File: src/hdl/uartRegPkg.sv
// Register map and bit layout of the SC2661-style UART
// Async 8N1 only, the mode register is stored but never decoded
// Status bits 3 (parity) and 5 (framing) have no position and read zero
// Echo mode code is kept for the map only, the RTL treats it as normal

package uartRegPkg;

  // ----------------------------------------
  // Register addresses
  // ----------------------------------------
  localparam logic [1:0] regAddrThr     = 2'd0;  // THR on write, RHR on read
  localparam logic [1:0] regAddrStatus  = 2'd1;  // Status on read, SYN/DLE write ignored
  localparam logic [1:0] regAddrMode    = 2'd2;
  localparam logic [1:0] regAddrCommand = 2'd3;

  typedef logic [7:0] byteT;  // Bus and character width

  // Command register, read back as a byte and decoded as control fields
  typedef union packed {
    byteT raw;
    struct packed {
      logic [1:0] operatingMode;  // CR7:6
      logic       rtsLow;         // CR5 forces RTS_n low
      logic       errorReset;     // CR4 clears overrun on write
      logic       breakUnused;    // CR3, stored only
      logic       rxEnable;       // CR2
      logic       dtrLow;         // CR1 forces DTR_n low
      logic       txEnable;       // CR0
    } fields;
  } cmdWordU;

  // Operating modes in CR7:6
  localparam logic [1:0] opModeNormal     = 2'b00;
  localparam logic [1:0] opModeEcho       = 2'b01;
  localparam logic [1:0] opModeLocalLoop  = 2'b10;  // TXD looped into receiver
  localparam logic [1:0] opModeRemoteLoop = 2'b11;  // Received chars retransmitted

  // ----------------------------------------
  // Status register bit positions
  // ----------------------------------------
  localparam int srTxRdy   = 0;  // THR empty
  localparam int srRxRdy   = 1;  // RHR full
  localparam int srChange  = 2;  // TX empty or DCD/DSR change
  localparam int srOverrun = 4;
  localparam int srDcd     = 6;  // Follows inverted DCD_n
  localparam int srDsr     = 7;  // Follows inverted DSR_n

endpackage

File: src/hdl/uartLinePkg.sv
// Serial framing constants, fixed 8N1 at 16 BRCLK cycles per bit
// No baud rate divider, BRCLK itself must run at 16x the bit rate
// Counter widths assume bitCycles stays at or below 32

package uartLinePkg;

  // ----------------------------------------
  // Frame format
  // ----------------------------------------
  localparam int dataBits      = 8;              // Data bits, LSB first
  localparam int bitCycles     = 16;             // BRCLK cycles per bit
  localparam int halfBitCycles = bitCycles / 2;  // Start edge to mid start bit

  // Bit timer, counts BRCLK cycles inside one bit
  typedef logic [4:0] bitCountT;

  // Index of the current data bit
  typedef logic [2:0] bitIndexT;

endpackage

File: src/hdl/uartRegisterFile.sv
// CPU side register block of the SC2661-style UART
// Bus is sampled on BRCLK edges while ceN is low; readN high writes, low reads
// A read needs ceN low for two cycles, dataOut is valid in the second
// Writes to address 1 (SYN/DLE) are ignored, the mode register is plain storage
// A THR write while the transmitter is busy is lost, poll TXDRDY_n first
// Error reset acts on the command byte being written

`timescale 1ns/100ps

module uartRegisterFile (
  input  logic                BRCLK,
  input  logic                s_reset,
  input  logic [1:0]          address,
  input  uartRegPkg::byteT    dataIn,
  input  logic                ceN,
  input  logic                readN,
  input  logic                dcdN,
  input  logic                dsrN,
  input  logic                txDone,      // One cycle after stop bit
  input  logic                rxStart,     // Start bit confirmed
  input  logic                rxDone,      // Character in rxData
  input  uartRegPkg::byteT    rxData,
  output uartRegPkg::byteT    dataOut,
  output uartRegPkg::cmdWordU cmdWord,
  output logic                txLoad,      // One-cycle load pulse
  output uartRegPkg::byteT    txLoadData,
  output logic                rxRdyN,
  output logic                txRdyN,
  output logic                txEmtN
);

  import uartRegPkg::*;

  byteT    modeReg;
  byteT    statusReg;
  byteT    readReg;      // Latched on the read edge
  cmdWordU newCmd;       // Command byte on the bus
  logic    busWrite;
  logic    busRead;
  logic    thrWrite;
  logic    remoteLoop;
  logic    modemChange;

  // ----------------------------------------
  // Bus decode
  // ----------------------------------------
  assign busWrite   = !ceN && readN;
  assign busRead    = !ceN && !readN;
  assign thrWrite   = busWrite && (address == regAddrThr);
  assign newCmd     = cmdWordU'(dataIn);
  assign remoteLoop = cmdWord.fields.operatingMode == opModeRemoteLoop;

  // Stored SR6/SR7 still equal to the pin means the pin just moved
  assign modemChange = (statusReg[srDcd] == dcdN) || (statusReg[srDsr] == dsrN);

  // Mode, command and status registers
  always_ff @(posedge BRCLK) begin
    if (!s_reset) begin
      modeReg            <= '0;
      cmdWord.raw        <= '0;
      statusReg          <= '0;
      statusReg[srTxRdy] <= 1'b1;  // THR empty out of reset
    end else begin
      if (busWrite) begin
        case (address)
          regAddrThr:  statusReg[srTxRdy] <= 1'b0;  // THR now full
          regAddrMode: modeReg <= dataIn;
          regAddrCommand: begin
            cmdWord <= newCmd;
            if (!newCmd.fields.rxEnable)
              statusReg[srRxRdy] <= 1'b0;     // Disabling RX drops the char
            if (newCmd.fields.errorReset)
              statusReg[srOverrun] <= 1'b0;
          end
          default: ;                          // SYN/DLE write, not supported
        endcase
      end else if (busRead) begin
        case (address)
          regAddrThr:    statusReg[srRxRdy] <= 1'b0;   // RHR taken
          regAddrStatus: statusReg[srChange] <= 1'b0;  // Status read acks SR2
          default: ;
        endcase
      end

      // Modem lines, stored inverted
      statusReg[srDcd] <= !dcdN;
      statusReg[srDsr] <= !dsrN;
      if ((cmdWord.fields.rxEnable || cmdWord.fields.txEnable) && modemChange)
        statusReg[srChange] <= 1'b1;

      // Transmitter events win over bus clears
      if (txDone || !cmdWord.fields.txEnable)
        statusReg[srTxRdy] <= 1'b1;
      if (txDone)
        statusReg[srChange] <= 1'b1;          // Shift register empty

      // Receiver events
      if (rxStart) begin
        if (statusReg[srRxRdy])
          statusReg[srOverrun] <= 1'b1;       // Previous char never read
        statusReg[srRxRdy] <= 1'b0;
      end
      if (rxDone)
        statusReg[srRxRdy] <= 1'b1;
    end
  end

  // ----------------------------------------
  // Read path
  // ----------------------------------------
  always_ff @(posedge BRCLK) begin
    if (busRead) begin
      case (address)
        regAddrThr:     readReg <= rxData;
        regAddrStatus:  readReg <= statusReg;
        regAddrMode:    readReg <= modeReg;
        regAddrCommand: readReg <= cmdWord.raw;
      endcase
    end
  end

  assign dataOut = busRead ? readReg : '0;

  // Transmit loads, host writes first, then remote loopback chars
  always_ff @(posedge BRCLK) begin
    if (!s_reset)
      txLoad <= 1'b0;
    else
      txLoad <= thrWrite || (rxDone && remoteLoop);
  end

  always_ff @(posedge BRCLK) begin
    if (thrWrite)
      txLoadData <= dataIn;
    else if (rxDone)
      txLoadData <= rxData;   // Only used when remoteLoop pulses txLoad
  end

  // Ready pins, valid only while the side is enabled
  assign txRdyN = cmdWord.fields.txEnable ? !statusReg[srTxRdy] : 1'b1;
  assign rxRdyN = cmdWord.fields.rxEnable ? !statusReg[srRxRdy] : 1'b1;
  assign txEmtN = !statusReg[srChange];

endmodule

File: src/hdl/uartTransmitter.sv
// Serializer, start bit, eight data bits LSB first, one stop bit
// Each bit lasts exactly bitCycles BRCLK cycles, TXD is a flop output
// A load is taken only in idle, a load while busy is dropped
// Clearing txEnable idles the line on the next cycle and drops the char

`timescale 1ns/100ps

module uartTransmitter (
  input  logic             BRCLK,
  input  logic             s_reset,
  input  logic             txEnable,
  input  logic             txLoad,
  input  uartRegPkg::byteT txLoadData,
  output logic             txd,
  output logic             txDone
);

  import uartRegPkg::*;
  import uartLinePkg::*;

  localparam logic [2:0] stIdle  = 3'd0;
  localparam logic [2:0] stStart = 3'd1;
  localparam logic [2:0] stData  = 3'd2;
  localparam logic [2:0] stStop  = 3'd3;
  localparam logic [2:0] stDone  = 3'd4;

  logic [2:0] state;
  bitCountT   bitTimer;
  bitIndexT   bitIndex;
  byteT       holdReg;    // Character being sent
  logic       bitEnd;

  assign bitEnd = bitTimer == bitCountT'(bitCycles - 1);
  assign txDone = state == stDone;  // Single cycle, done always returns to idle

  // ----------------------------------------
  // Frame FSM
  // ----------------------------------------
  always_ff @(posedge BRCLK) begin
    if (!s_reset) begin
      state    <= stIdle;
      bitTimer <= '0;
      bitIndex <= '0;
      txd      <= 1'b1;
    end else if (!txEnable) begin
      state    <= stIdle;
      bitTimer <= '0;
      txd      <= 1'b1;     // Mark state while disabled
    end else begin
      bitTimer <= bitEnd ? '0 : bitTimer + 1'b1;
      case (state)
        stIdle: begin
          bitTimer <= '0;
          if (txLoad) begin
            state <= stStart;
            txd   <= 1'b0;  // Start bit
          end
        end
        stStart: begin
          if (bitEnd) begin
            state    <= stData;
            bitIndex <= '0;
            txd      <= holdReg[0];
          end
        end
        stData: begin
          if (bitEnd) begin
            if (bitIndex == bitIndexT'(dataBits - 1)) begin
              state <= stStop;
              txd   <= 1'b1;  // Stop bit
            end else begin
              bitIndex <= bitIndex + 1'b1;
              txd      <= holdReg[bitIndex + 1'b1];
            end
          end
        end
        stStop:  if (bitEnd) state <= stDone;
        default: state <= stIdle;  // stDone
      endcase
    end
  end

  // Character capture on an accepted load
  always_ff @(posedge BRCLK) begin
    if (txEnable && txLoad && state == stIdle)
      holdReg <= txLoadData;
  end

endmodule

File: src/hdl/uartReceiver.sv
// Async receiver, 8N1 at bitCycles BRCLK cycles per bit
// rxd must already be synchronous to BRCLK, there is no synchronizer
// Start bit is checked again at its middle, a short low pulse is ignored
// Data bits are sampled once at mid bit, no majority vote
// Stop bit level is not checked, framing errors are not reported

`timescale 1ns/100ps

module uartReceiver (
  input  logic             BRCLK,
  input  logic             s_reset,
  input  logic             rxEnable,
  input  logic             localLoop,   // Take TXD instead of RXD
  input  logic             rxd,
  input  logic             txd,
  output logic             rxStart,     // Pulse at confirmed start bit
  output logic             rxDone,      // Pulse with new rxData
  output uartRegPkg::byteT rxData
);

  import uartRegPkg::*;
  import uartLinePkg::*;

  localparam logic [1:0] stIdle  = 2'd0;
  localparam logic [1:0] stStart = 2'd1;
  localparam logic [1:0] stData  = 2'd2;
  localparam logic [1:0] stStop  = 2'd3;

  logic [1:0] state;
  bitCountT   bitTimer;
  bitIndexT   bitIndex;
  byteT       shiftReg;   // Assembles the character, LSB arrives first
  logic       rxIn;
  logic       bitEnd;

  assign rxIn   = localLoop ? txd : rxd;
  assign bitEnd = bitTimer == bitCountT'(bitCycles - 1);

  // ----------------------------------------
  // Frame FSM
  // ----------------------------------------
  always_ff @(posedge BRCLK) begin
    if (!s_reset) begin
      state    <= stIdle;
      bitTimer <= '0;
      bitIndex <= '0;
      rxStart  <= 1'b0;
      rxDone   <= 1'b0;
    end else begin
      rxStart <= 1'b0;
      rxDone  <= 1'b0;
      if (!rxEnable) begin
        state    <= stIdle;
        bitTimer <= '0;
      end else begin
        bitTimer <= bitTimer + 1'b1;
        case (state)
          stIdle: begin
            bitTimer <= '0;
            if (!rxIn)
              state <= stStart;             // Falling edge seen
          end
          stStart: begin
            if (bitTimer == bitCountT'(halfBitCycles - 1)) begin
              bitTimer <= '0;
              bitIndex <= '0;
              if (rxIn) begin
                state <= stIdle;            // Glitch, line back high
              end else begin
                state   <= stData;
                rxStart <= 1'b1;
              end
            end
          end
          stData: begin
            if (bitEnd) begin               // Mid data bit
              bitTimer <= '0;
              bitIndex <= bitIndex + 1'b1;
              if (bitIndex == bitIndexT'(dataBits - 1))
                state <= stStop;
            end
          end
          default: begin                    // stStop, wait out the stop bit
            if (bitEnd) begin
              state  <= stIdle;
              rxDone <= 1'b1;
            end
          end
        endcase
      end
    end
  end

  // Shift in from the top, holding register loads with rxDone
  always_ff @(posedge BRCLK) begin
    if (rxEnable && state == stData && bitEnd)
      shiftReg <= {rxIn, shiftReg[7:1]};
    if (rxEnable && state == stStop && bitEnd)
      rxData <= shiftReg;
  end

endmodule

File: src/hdl/sc2661Uart.sv
// SC2661-style async UART, fixed 8N1 at 16 BRCLK cycles per bit
// No sync mode, no RXC/TXC, CTS ignored, no break or parity
// Serial pins and bus are synchronous to BRCLK
// Reset is synchronous and active low on s_reset

`timescale 1ns/100ps

module sc2661Uart (
  input  logic             BRCLK,
  input  logic             s_reset,
  input  logic [1:0]       address,
  input  uartRegPkg::byteT dataIn,
  input  logic             ceN,
  input  logic             readN,
  input  logic             dcdN,
  input  logic             dsrN,
  input  logic             rxd,
  output uartRegPkg::byteT dataOut,
  output logic             txd,
  output logic             dtrN,
  output logic             rtsN,
  output logic             rxRdyN,
  output logic             txRdyN,
  output logic             txEmtN
);

  import uartRegPkg::*;

  cmdWordU cmdWord;
  logic    txLoad;
  logic    txDone;
  logic    rxStart;
  logic    rxDone;
  logic    localLoop;
  byteT    txLoadData;
  byteT    rxData;

  // ----------------------------------------
  // Command decode
  // ----------------------------------------
  assign localLoop = cmdWord.fields.operatingMode == opModeLocalLoop;
  assign dtrN      = !cmdWord.fields.dtrLow;
  assign rtsN      = !cmdWord.fields.rtsLow;

  uartRegisterFile i_regFile (
    .BRCLK      (BRCLK),
    .s_reset    (s_reset),
    .address    (address),
    .dataIn     (dataIn),
    .ceN        (ceN),
    .readN      (readN),
    .dcdN       (dcdN),
    .dsrN       (dsrN),
    .txDone     (txDone),
    .rxStart    (rxStart),
    .rxDone     (rxDone),
    .rxData     (rxData),
    .dataOut    (dataOut),
    .cmdWord    (cmdWord),
    .txLoad     (txLoad),
    .txLoadData (txLoadData),
    .rxRdyN     (rxRdyN),
    .txRdyN     (txRdyN),
    .txEmtN     (txEmtN)
  );

  uartTransmitter i_transmitter (
    .BRCLK      (BRCLK),
    .s_reset    (s_reset),
    .txEnable   (cmdWord.fields.txEnable),
    .txLoad     (txLoad),
    .txLoadData (txLoadData),
    .txd        (txd),
    .txDone     (txDone)
  );

  uartReceiver i_receiver (
    .BRCLK     (BRCLK),
    .s_reset   (s_reset),
    .rxEnable  (cmdWord.fields.rxEnable),
    .localLoop (localLoop),
    .rxd       (rxd),
    .txd       (txd),           // Loopback source
    .rxStart   (rxStart),
    .rxDone    (rxDone),
    .rxData    (rxData)
  );

endmodule

File: config.mk
export PLATFORM = sky130hd
export DESIGN_NAME = sc2661Uart
export DESIGN_NICKNAME = d
export VERILOG_FILES = /design/src/hdl/uartRegPkg.sv /design/src/hdl/uartLinePkg.sv /design/src/hdl/uartRegisterFile.sv /design/src/hdl/uartTransmitter.sv /design/src/hdl/uartReceiver.sv /design/src/hdl/sc2661Uart.sv
export SDC_FILE = /design/constraint.sdc
export NUM_CORES = 1
export LEC_CHECK = 0
export ABC_AREA = 0
export BUFFER_PORTS_ARGS = -buffer_cell sky130_fd_sc_hd__buf_2
export CAP_MARGIN = 10
export CORE_MARGIN = 2
export CORE_UTILIZATION = 46
export DETAILED_ROUTE_END_ITERATION = 10
export GPL_TIMING_DRIVEN = 1
export PLACE_DENSITY_LB_ADDON = 0.15
export SLEW_MARGIN = 20
export SYNTH_ARGS = -nofsm -noshare
export SYNTH_HDL_FRONTEND = slang
export SYNTH_HIERARCHICAL = 1
export SYNTH_SLANG_ARGS = --single-unit
File: constraint.sdc
create_clock -name BRCLK -period 2.5 [get_ports BRCLK]
set_clock_uncertainty 0.05 [all_clocks]
set_input_delay 0.25 -clock BRCLK [delete_from_list [all_inputs] [get_ports BRCLK]]
set_output_delay 0.25 -clock BRCLK [all_outputs]
set_load 0.1 [all_outputs]
# Word level (Yosys, flattened, before mapping)
# Index checks and enable logic that the tools add are counted.
[classes]
bitwise_logic = 3
add_sub_neg = 4
n_reduce_logical = 53
order_cmp = 1
muxes = 55
n_eq_ne = 32
[ops]
columns = ["cell", "count"]
rows = [
  ["$pmux W8 S4", 1],
  ["$mux W3", 10],
  ["$mux W1", 25],
  ["$mux W8", 3],
  ["$reduce_and A4 Y1", 4],
  ["$pmux W5 S3", 1],
  ["$reduce_and A5 Y1", 3],
  ["$mux W2", 7],
  ["$ne A2 B1 Y1 const B", 7],
  ["$eq A2 B2 Y1 const B", 6],
  ["$pmux W3 S2", 2],
  ["$pmux W3 S4", 1],
  ["$reduce_bool A3 Y1", 4],
  ["$logic_and A1 B1 Y1", 11],
  ["$add A5 B1 Y5 const B", 2],
  ["$eq A5 B4 Y1 const B", 2],
  ["$logic_not A1 Y1", 10],
  ["$mux W5", 2],
  ["$reduce_and A2 Y1", 5],
  ["$eq A3 B3 Y1 const B", 3],
  ["$ne A4 B2 Y1 const B", 2],
  ["$reduce_bool A4 Y1", 2],
  ["$add A3 B1 Y3 const B", 2],
  ["$eq A3 B2 Y1 const B", 2],
  ["19 further kinds", 31],
]
[totals]
regBits = 87
word_cells = 169

# Longest topological paths before layout
[logic_depth]
depth_word = 6
depth_mapped = 8
depth_no_buf = 8

# By module
# The synthesis kept the hierarchy.
[by_module_without_submodules]
columns = ["mod", "cells_each", "area_per_inst_um2", "n_inst"]
rows = [
  ["uartRegisterFile", 156, 1854.3, 1],
  ["uartReceiver", 93, 1201.2, 1],
  ["uartTransmitter", 79, 913.4, 1],
  ["sc2661Uart", 3, 21.3, 1],
]

# Worst setup path after synthesis
# No wires, ideal clock.
[synth_timing]
kind = "register to register"
from = "register i_transmitter.txd"
to = "register i_receiver.state[1]"
slack_ps = 595
n_path_buf = 0
required_ps = 2362
path_stages_with_launch = 5
arrival_ps = 1767
synth_period_minus_slack_ps = 1905
cell_sequence = "dfxtp_1 > mux2_2 > a21oi_1 > and3_1 > a311oi_2"
[synth_via]
elab_chain_cells = 4
elab_cells_between_ends = 6
cone_classes = "eq/ne: 1; mux: 4; reduce/logical: 1"
[synth_rtl]
columns = ["item", "line_no", "source"]
rows = [
  ["start: declaration", "uartTransmitter.sv:14", "output logic txd,"],
  ["start signal: assignment", "uartTransmitter.sv:63", "txd <= holdReg[0];"],
  ["start signal: assignment", "uartTransmitter.sv:73", "txd <= holdReg[bitIndex + 1'b1];"],
  ["$mux W1 (*)", "uartReceiver.sv:36", "assign rxIn = localLoop ? txd : rxd;"],
  ["via i_receiver.rxIn", "uartReceiver.sv:33", "logic rxIn;"],
  ["$mux W2", "uartReceiver.sv:67", "if (rxIn) begin"],
  ["$mux W2", "uartReceiver.sv:64", "if (bitTimer == bitCountT'(halfBitCycles - 1)) begin"],
  ["$pmux W2 S3", "uartReceiver.sv:57", "case (state)"],
  ["end signal: assignment", "uartReceiver.sv:61", "state <= stStart;"],
  ["end signal: assignment", "uartReceiver.sv:68", "state <= stIdle;"],
  ["end signal: assignment", "uartReceiver.sv:70", "state <= stData;"],
  ["end: declaration", "uartReceiver.sv:29", "logic [1:0] state;"],
]
# The timed path passes the listed nets; every way through them passes the cells marked *. The select of a mux whose other input is x is not followed.
# A chain may end at the register's enable or synchronous reset.

# Worst setup path after layout
[layout_timing]
from = "register i_receiver.bitTimer[0]"
to = "register i_receiver.bitIndex[2]"
[layout_via]
elab_chain_cells = 3
elab_cells_between_ends = 5
cone_classes = "eq/ne: 4; reduce/logical: 1"
[layout_rtl]
columns = ["item", "line_no", "source"]
rows = [
  ["start: declaration", "uartReceiver.sv:30", "bitCountT bitTimer;"],
  ["start signal: assignment", "uartReceiver.sv:56", "bitTimer <= bitTimer + 1'b1;"],
  ["$eq A5 B4 Y1", "uartReceiver.sv:37", "assign bitEnd = bitTimer == bitCountT'(bitCycles - 1);"],
  ["via i_receiver.bitEnd", "uartReceiver.sv:34", "logic bitEnd;"],
  ["$ne A2 B1 Y1 (no source line)", "-", ""],
  ["$reduce_and A4 Y1 (no source line)", "-", ""],
  ["end signal: assignment", "uartReceiver.sv:78", "bitIndex <= bitIndex + 1'b1;"],
  ["end: declaration", "uartReceiver.sv:31", "bitIndexT bitIndex;"],
]
# The timed path passes the listed nets, and every way through them passes these cells.

==> results by group <==
Critical path
  • Critical path data required time: about 2700 ps
  • Worst Path Arrival: between 2000 and 2500 ps
  • Worst setup SP type: flop
  • Slowest stage delay, CP: between 300 and 400 ps
  • R2R Setup Slk: 530 ps
  • FF-to-FF path depth: 8
  • Crit-path slowest cell: dfxtp_1
  • Kind of critical path: flop to flop
  • Setup crit end kind: flop
  • Biggest fanout along the worst timing path: 7
  • RR Endpoint: i_receiver/bitIndex[2]$_SDFFE_PN0P_
  • Crit-path cells: ha_1, nand3_1, inv_1, ha_1, mux2i_1, a211oi_4, nand3_1, a21boi_1
  • Crit Reg-Reg Startpoint: i_receiver/bitTimer[0]$_SDFF_PN0_

Floorplan
  • I/O pins: 31
  • Starting Density: between 40% and 50%
  • Die height: 97.1 µm
  • Core Area: 8300 µm²
  • FP Rows: 33
  • DIE AREA: 9440 µm²
  • Die width: 97.1 µm

Cells and area
  • Area Growth Syn to Fin: 10.4%
  • Cell area after layout: between 4000 and 5000 µm²
  • Most common cell after layout, fill and taps aside: dfxtp_1
  • Final core occ: about 53%
  • Most frequent cells in the layout: dfxtp_1, edfxtp_1, nand2_1
  • Antenna cells: 0
  • Layout cells sized above 1: 22.7%
  • Fillers: around 730
  • Post-route insts no fill: 471
  • Final #Nets: 393

Logic synthesis
  • Synthesized flop and latch total: between 80 and 90
  • Ys flop type: dfxtp_1
  • Async SR Flop Fraction: 0%
  • Number of synthesized flops with an enable pin: 40
  • Mapped cell area: approximately 4000 µm²
  • Yosys Warn Count: 6
  • Avg Inst Size Synth: 12.1 µm²
  • Syn_nets: approximately 360
  • Cell count after synthesis: approximately 330
  • Post-synthesis sequential area ratio: between 50% and 60%
  • Yosys cell types: 54

Hold path
  • Hold Startpoint: dsrN
  • Worst min-delay path category: input port to flop
  • Hold Path Depth: 2
  • Hold endpoint: i_regFile/statusReg[7]$_SDFF_PN0_

Detailed routing
  • DR WL/cell: between 15 and 20 µm
  • Top Metal Used: met4
  • Wl on met1: 3370 µm
  • Via count: approximately 2500
  • Met3 WL post-DR: 256 µm
  • Iter 0 DRT Violations: 79
  • Total Routed Length: 7450 µm
  • Number of vias per cell: 5.40
  • DRT antenna net count: 0
  • Metal2 WL: ~3700 µm
  • DRT Pass-1 Iters: 4
  • DRC viols: 0

Timing
  • Endpoints failing setup: 0
  • Slew Limit Fails: 0
  • Tcrit/Tclk final: about four fifths
  • Min Hold Slack: roughly 29 ps
  • Hold Vio Cnt, Final: 0
  • Slew of the pin with the lowest slew margin: 538 ps
  • Fmax: between 500 and 600 MHz
  • Min Tclk post-route: 1970 ps
  • Setup TNS: 0 ps
  • Relative max-transition margin: between 60% and 70%
  • RSZ-0062 raised after global routing: no

Clock tree
  • Total CTS buffers: 9
  • Hold_buf cts: 0
  • CTS tree: built
  • Root buffer cell: clkbuf_8
  • Clock sinks: slightly below 90
  • H-tree depth: 3
  • Clock Latency Late Sink: ~350 ps
  • Post_cts resized: 0
  • Post-CTS Setup Bufs: 0
  • Clock buffer depth: 2
  • Clock transition at the registers of the reported paths: 80 ps

Global route
  • Initial antenna violation count: 0
  • Largest net degree at the start of global routing: 34
  • GRT Total Usage: around 17%
  • Global-route wire length before repair: 12400 µm
  • GRT overflow: 0
  • Vias in the first global route: about 2500

Power
  • PD cells: between 600 and 700 nW/µm²
  • Leakage power figure: between 1.5 and 2 nW
  • Max IR drop VDD: roughly 0.00053 V

Placed design
  • Placed inst area: 4200 µm²
  • Placed cell count: around 460
  • DP HPWL: ~5400 µm
  • IO Port Bufs: 30
  • RePlAce Congestion: just under 0.8

Flow run
  • Max capacitance violation total: 0

Status
  • Status: complete, no violations
synthesized netlist by cell type, types with 7 or more instances:
master,n,share of area [%]
dfxtp_1,47,24
mux2_4,8,3.0
inv_1,14,1.3
nand2_1,33,3.1
nor3_1,8,1.0
edfxtp_1,40,30
a21boi_1,14,2.6
nand2b_1,7,1.1
ha_1,14,4.4
mux4_2,8,4.5
nand3_1,16,2.0
o21ai_2,8,1.8
nor2_1,14,1.3
and2_1,9,1.4
layout make-up:
type                            count  area, µm²  share of cell area (%)
Clock buffer                       11        131                    2.98
Clock inverter                      4       71.3                    1.62
Inverter                           15       56.3                    1.28
Multi-Input combinational cell    214       1680                    38.2
Sequential cell                    87       2140                    48.6
Tap cell                          105        131                    2.98
Timing Repair Buffer               35        188                    4.26
per-layer routing:
layer	global-route usage, %	vias up
met1	20.8	1253
met2	27.7	28
met3	4.53	13
li1	-	1249
met5	0	-
met4	5.96	0
worst max-delay path, delay by kind of cell (launching register included):
family | cells | cell delay, ps
buf+inv | 1 | 80
simple gates | 2 | 250
flops | 1 | 370
fa+ha+maj | 2 | 520
compound gates | 2 | 460
mux | 1 | 160
state kept, by name, summed over array words and instances, names as in the netlist:
name                    cells
i_transmitter/state         3
i_transmitter/txd           1
i_receiver/bitTimer         5
i_regFile/txLoadData        8
i_regFile/modeReg           8
i_transmitter/bitTimer      5
i_regFile/txLoad            1
i_regFile/statusReg         6
i_regFile/cmdWord           8
i_receiver/shiftReg         8
i_transmitter/bitIndex      3
i_receiver/state            2
i_receiver/bitIndex         3
i_receiver/rxStart          1
i_receiver/rxDone           1
i_regFile/readReg           8
i_transmitter/holdReg       8
i_receiver/rxData           8
kinds of logic after synthesis:
logic type | count (synthesis) | synth area share (%)
buffers and inverters | 30 | 4.11
AND/OR/NAND/NOR | 122 | 17.7
AO/OA/AOI/OAI | 49 | 9.56
adder cells (fa/ha/maj) | 14 | 4.39
flip-flops | 87 | 53.7
multiplexers | 22 | 9.06
XOR/XNOR | 7 | 1.54
through the flow:
| step | worst slack, ps | total power, W |
|---|---|---|
| 2_1_floorplan | 595 | 0.00165 |
| 3_3_place_gp | 529 | 0.00170 |
| 3_5_place_dp | 528 | 0.00170 |
| 4_1_cts | 524 | 0.00273 |
| 5_1_grt | 354 | 0.00278 |
| 6_report | 535 | 0.00268 |
where the power goes:
group | leakage, nW | switching (W) | total [W] | internal [W]
combinational | 0.724 | 0.000110 | 0.000162 | 0.0000517
sequential | 0.745 | 0.00000776 | 0.00150 | 0.00149
clock | 0.0971 | 0.000462 | 0.00102 | 0.000555
worst max path at each step:
stage | startpoint | to | slack [ps] | cells after the start
2_1_floorplan | i_transmitter/txd$_SDFFE_PN1P_ | i_receiver/state[1]$_SDFFE_PN0P_ | 590 | 4
3_3_place_gp | address[0] | i_regFile/txLoadData[1]$_DFFE_PP_ | 530 | 4
3_5_place_dp | address[0] | i_regFile/txLoadData[3]$_DFFE_PP_ | 530 | 4
4_1_cts | i_receiver/bitTimer[0]$_SDFF_PN0_ | i_receiver/bitIndex[1]$_SDFFE_PN0P_ | 520 | 8
5_1_grt | i_receiver/bitTimer[0]$_SDFF_PN0_ | i_receiver/bitIndex[2]$_SDFFE_PN0P_ | 350 | 8
6_report | i_receiver/bitTimer[0]$_SDFF_PN0_ | i_receiver/bitIndex[2]$_SDFFE_PN0P_ | 530 | 8
Note: power is estimated with default switching activity, not from simulation.
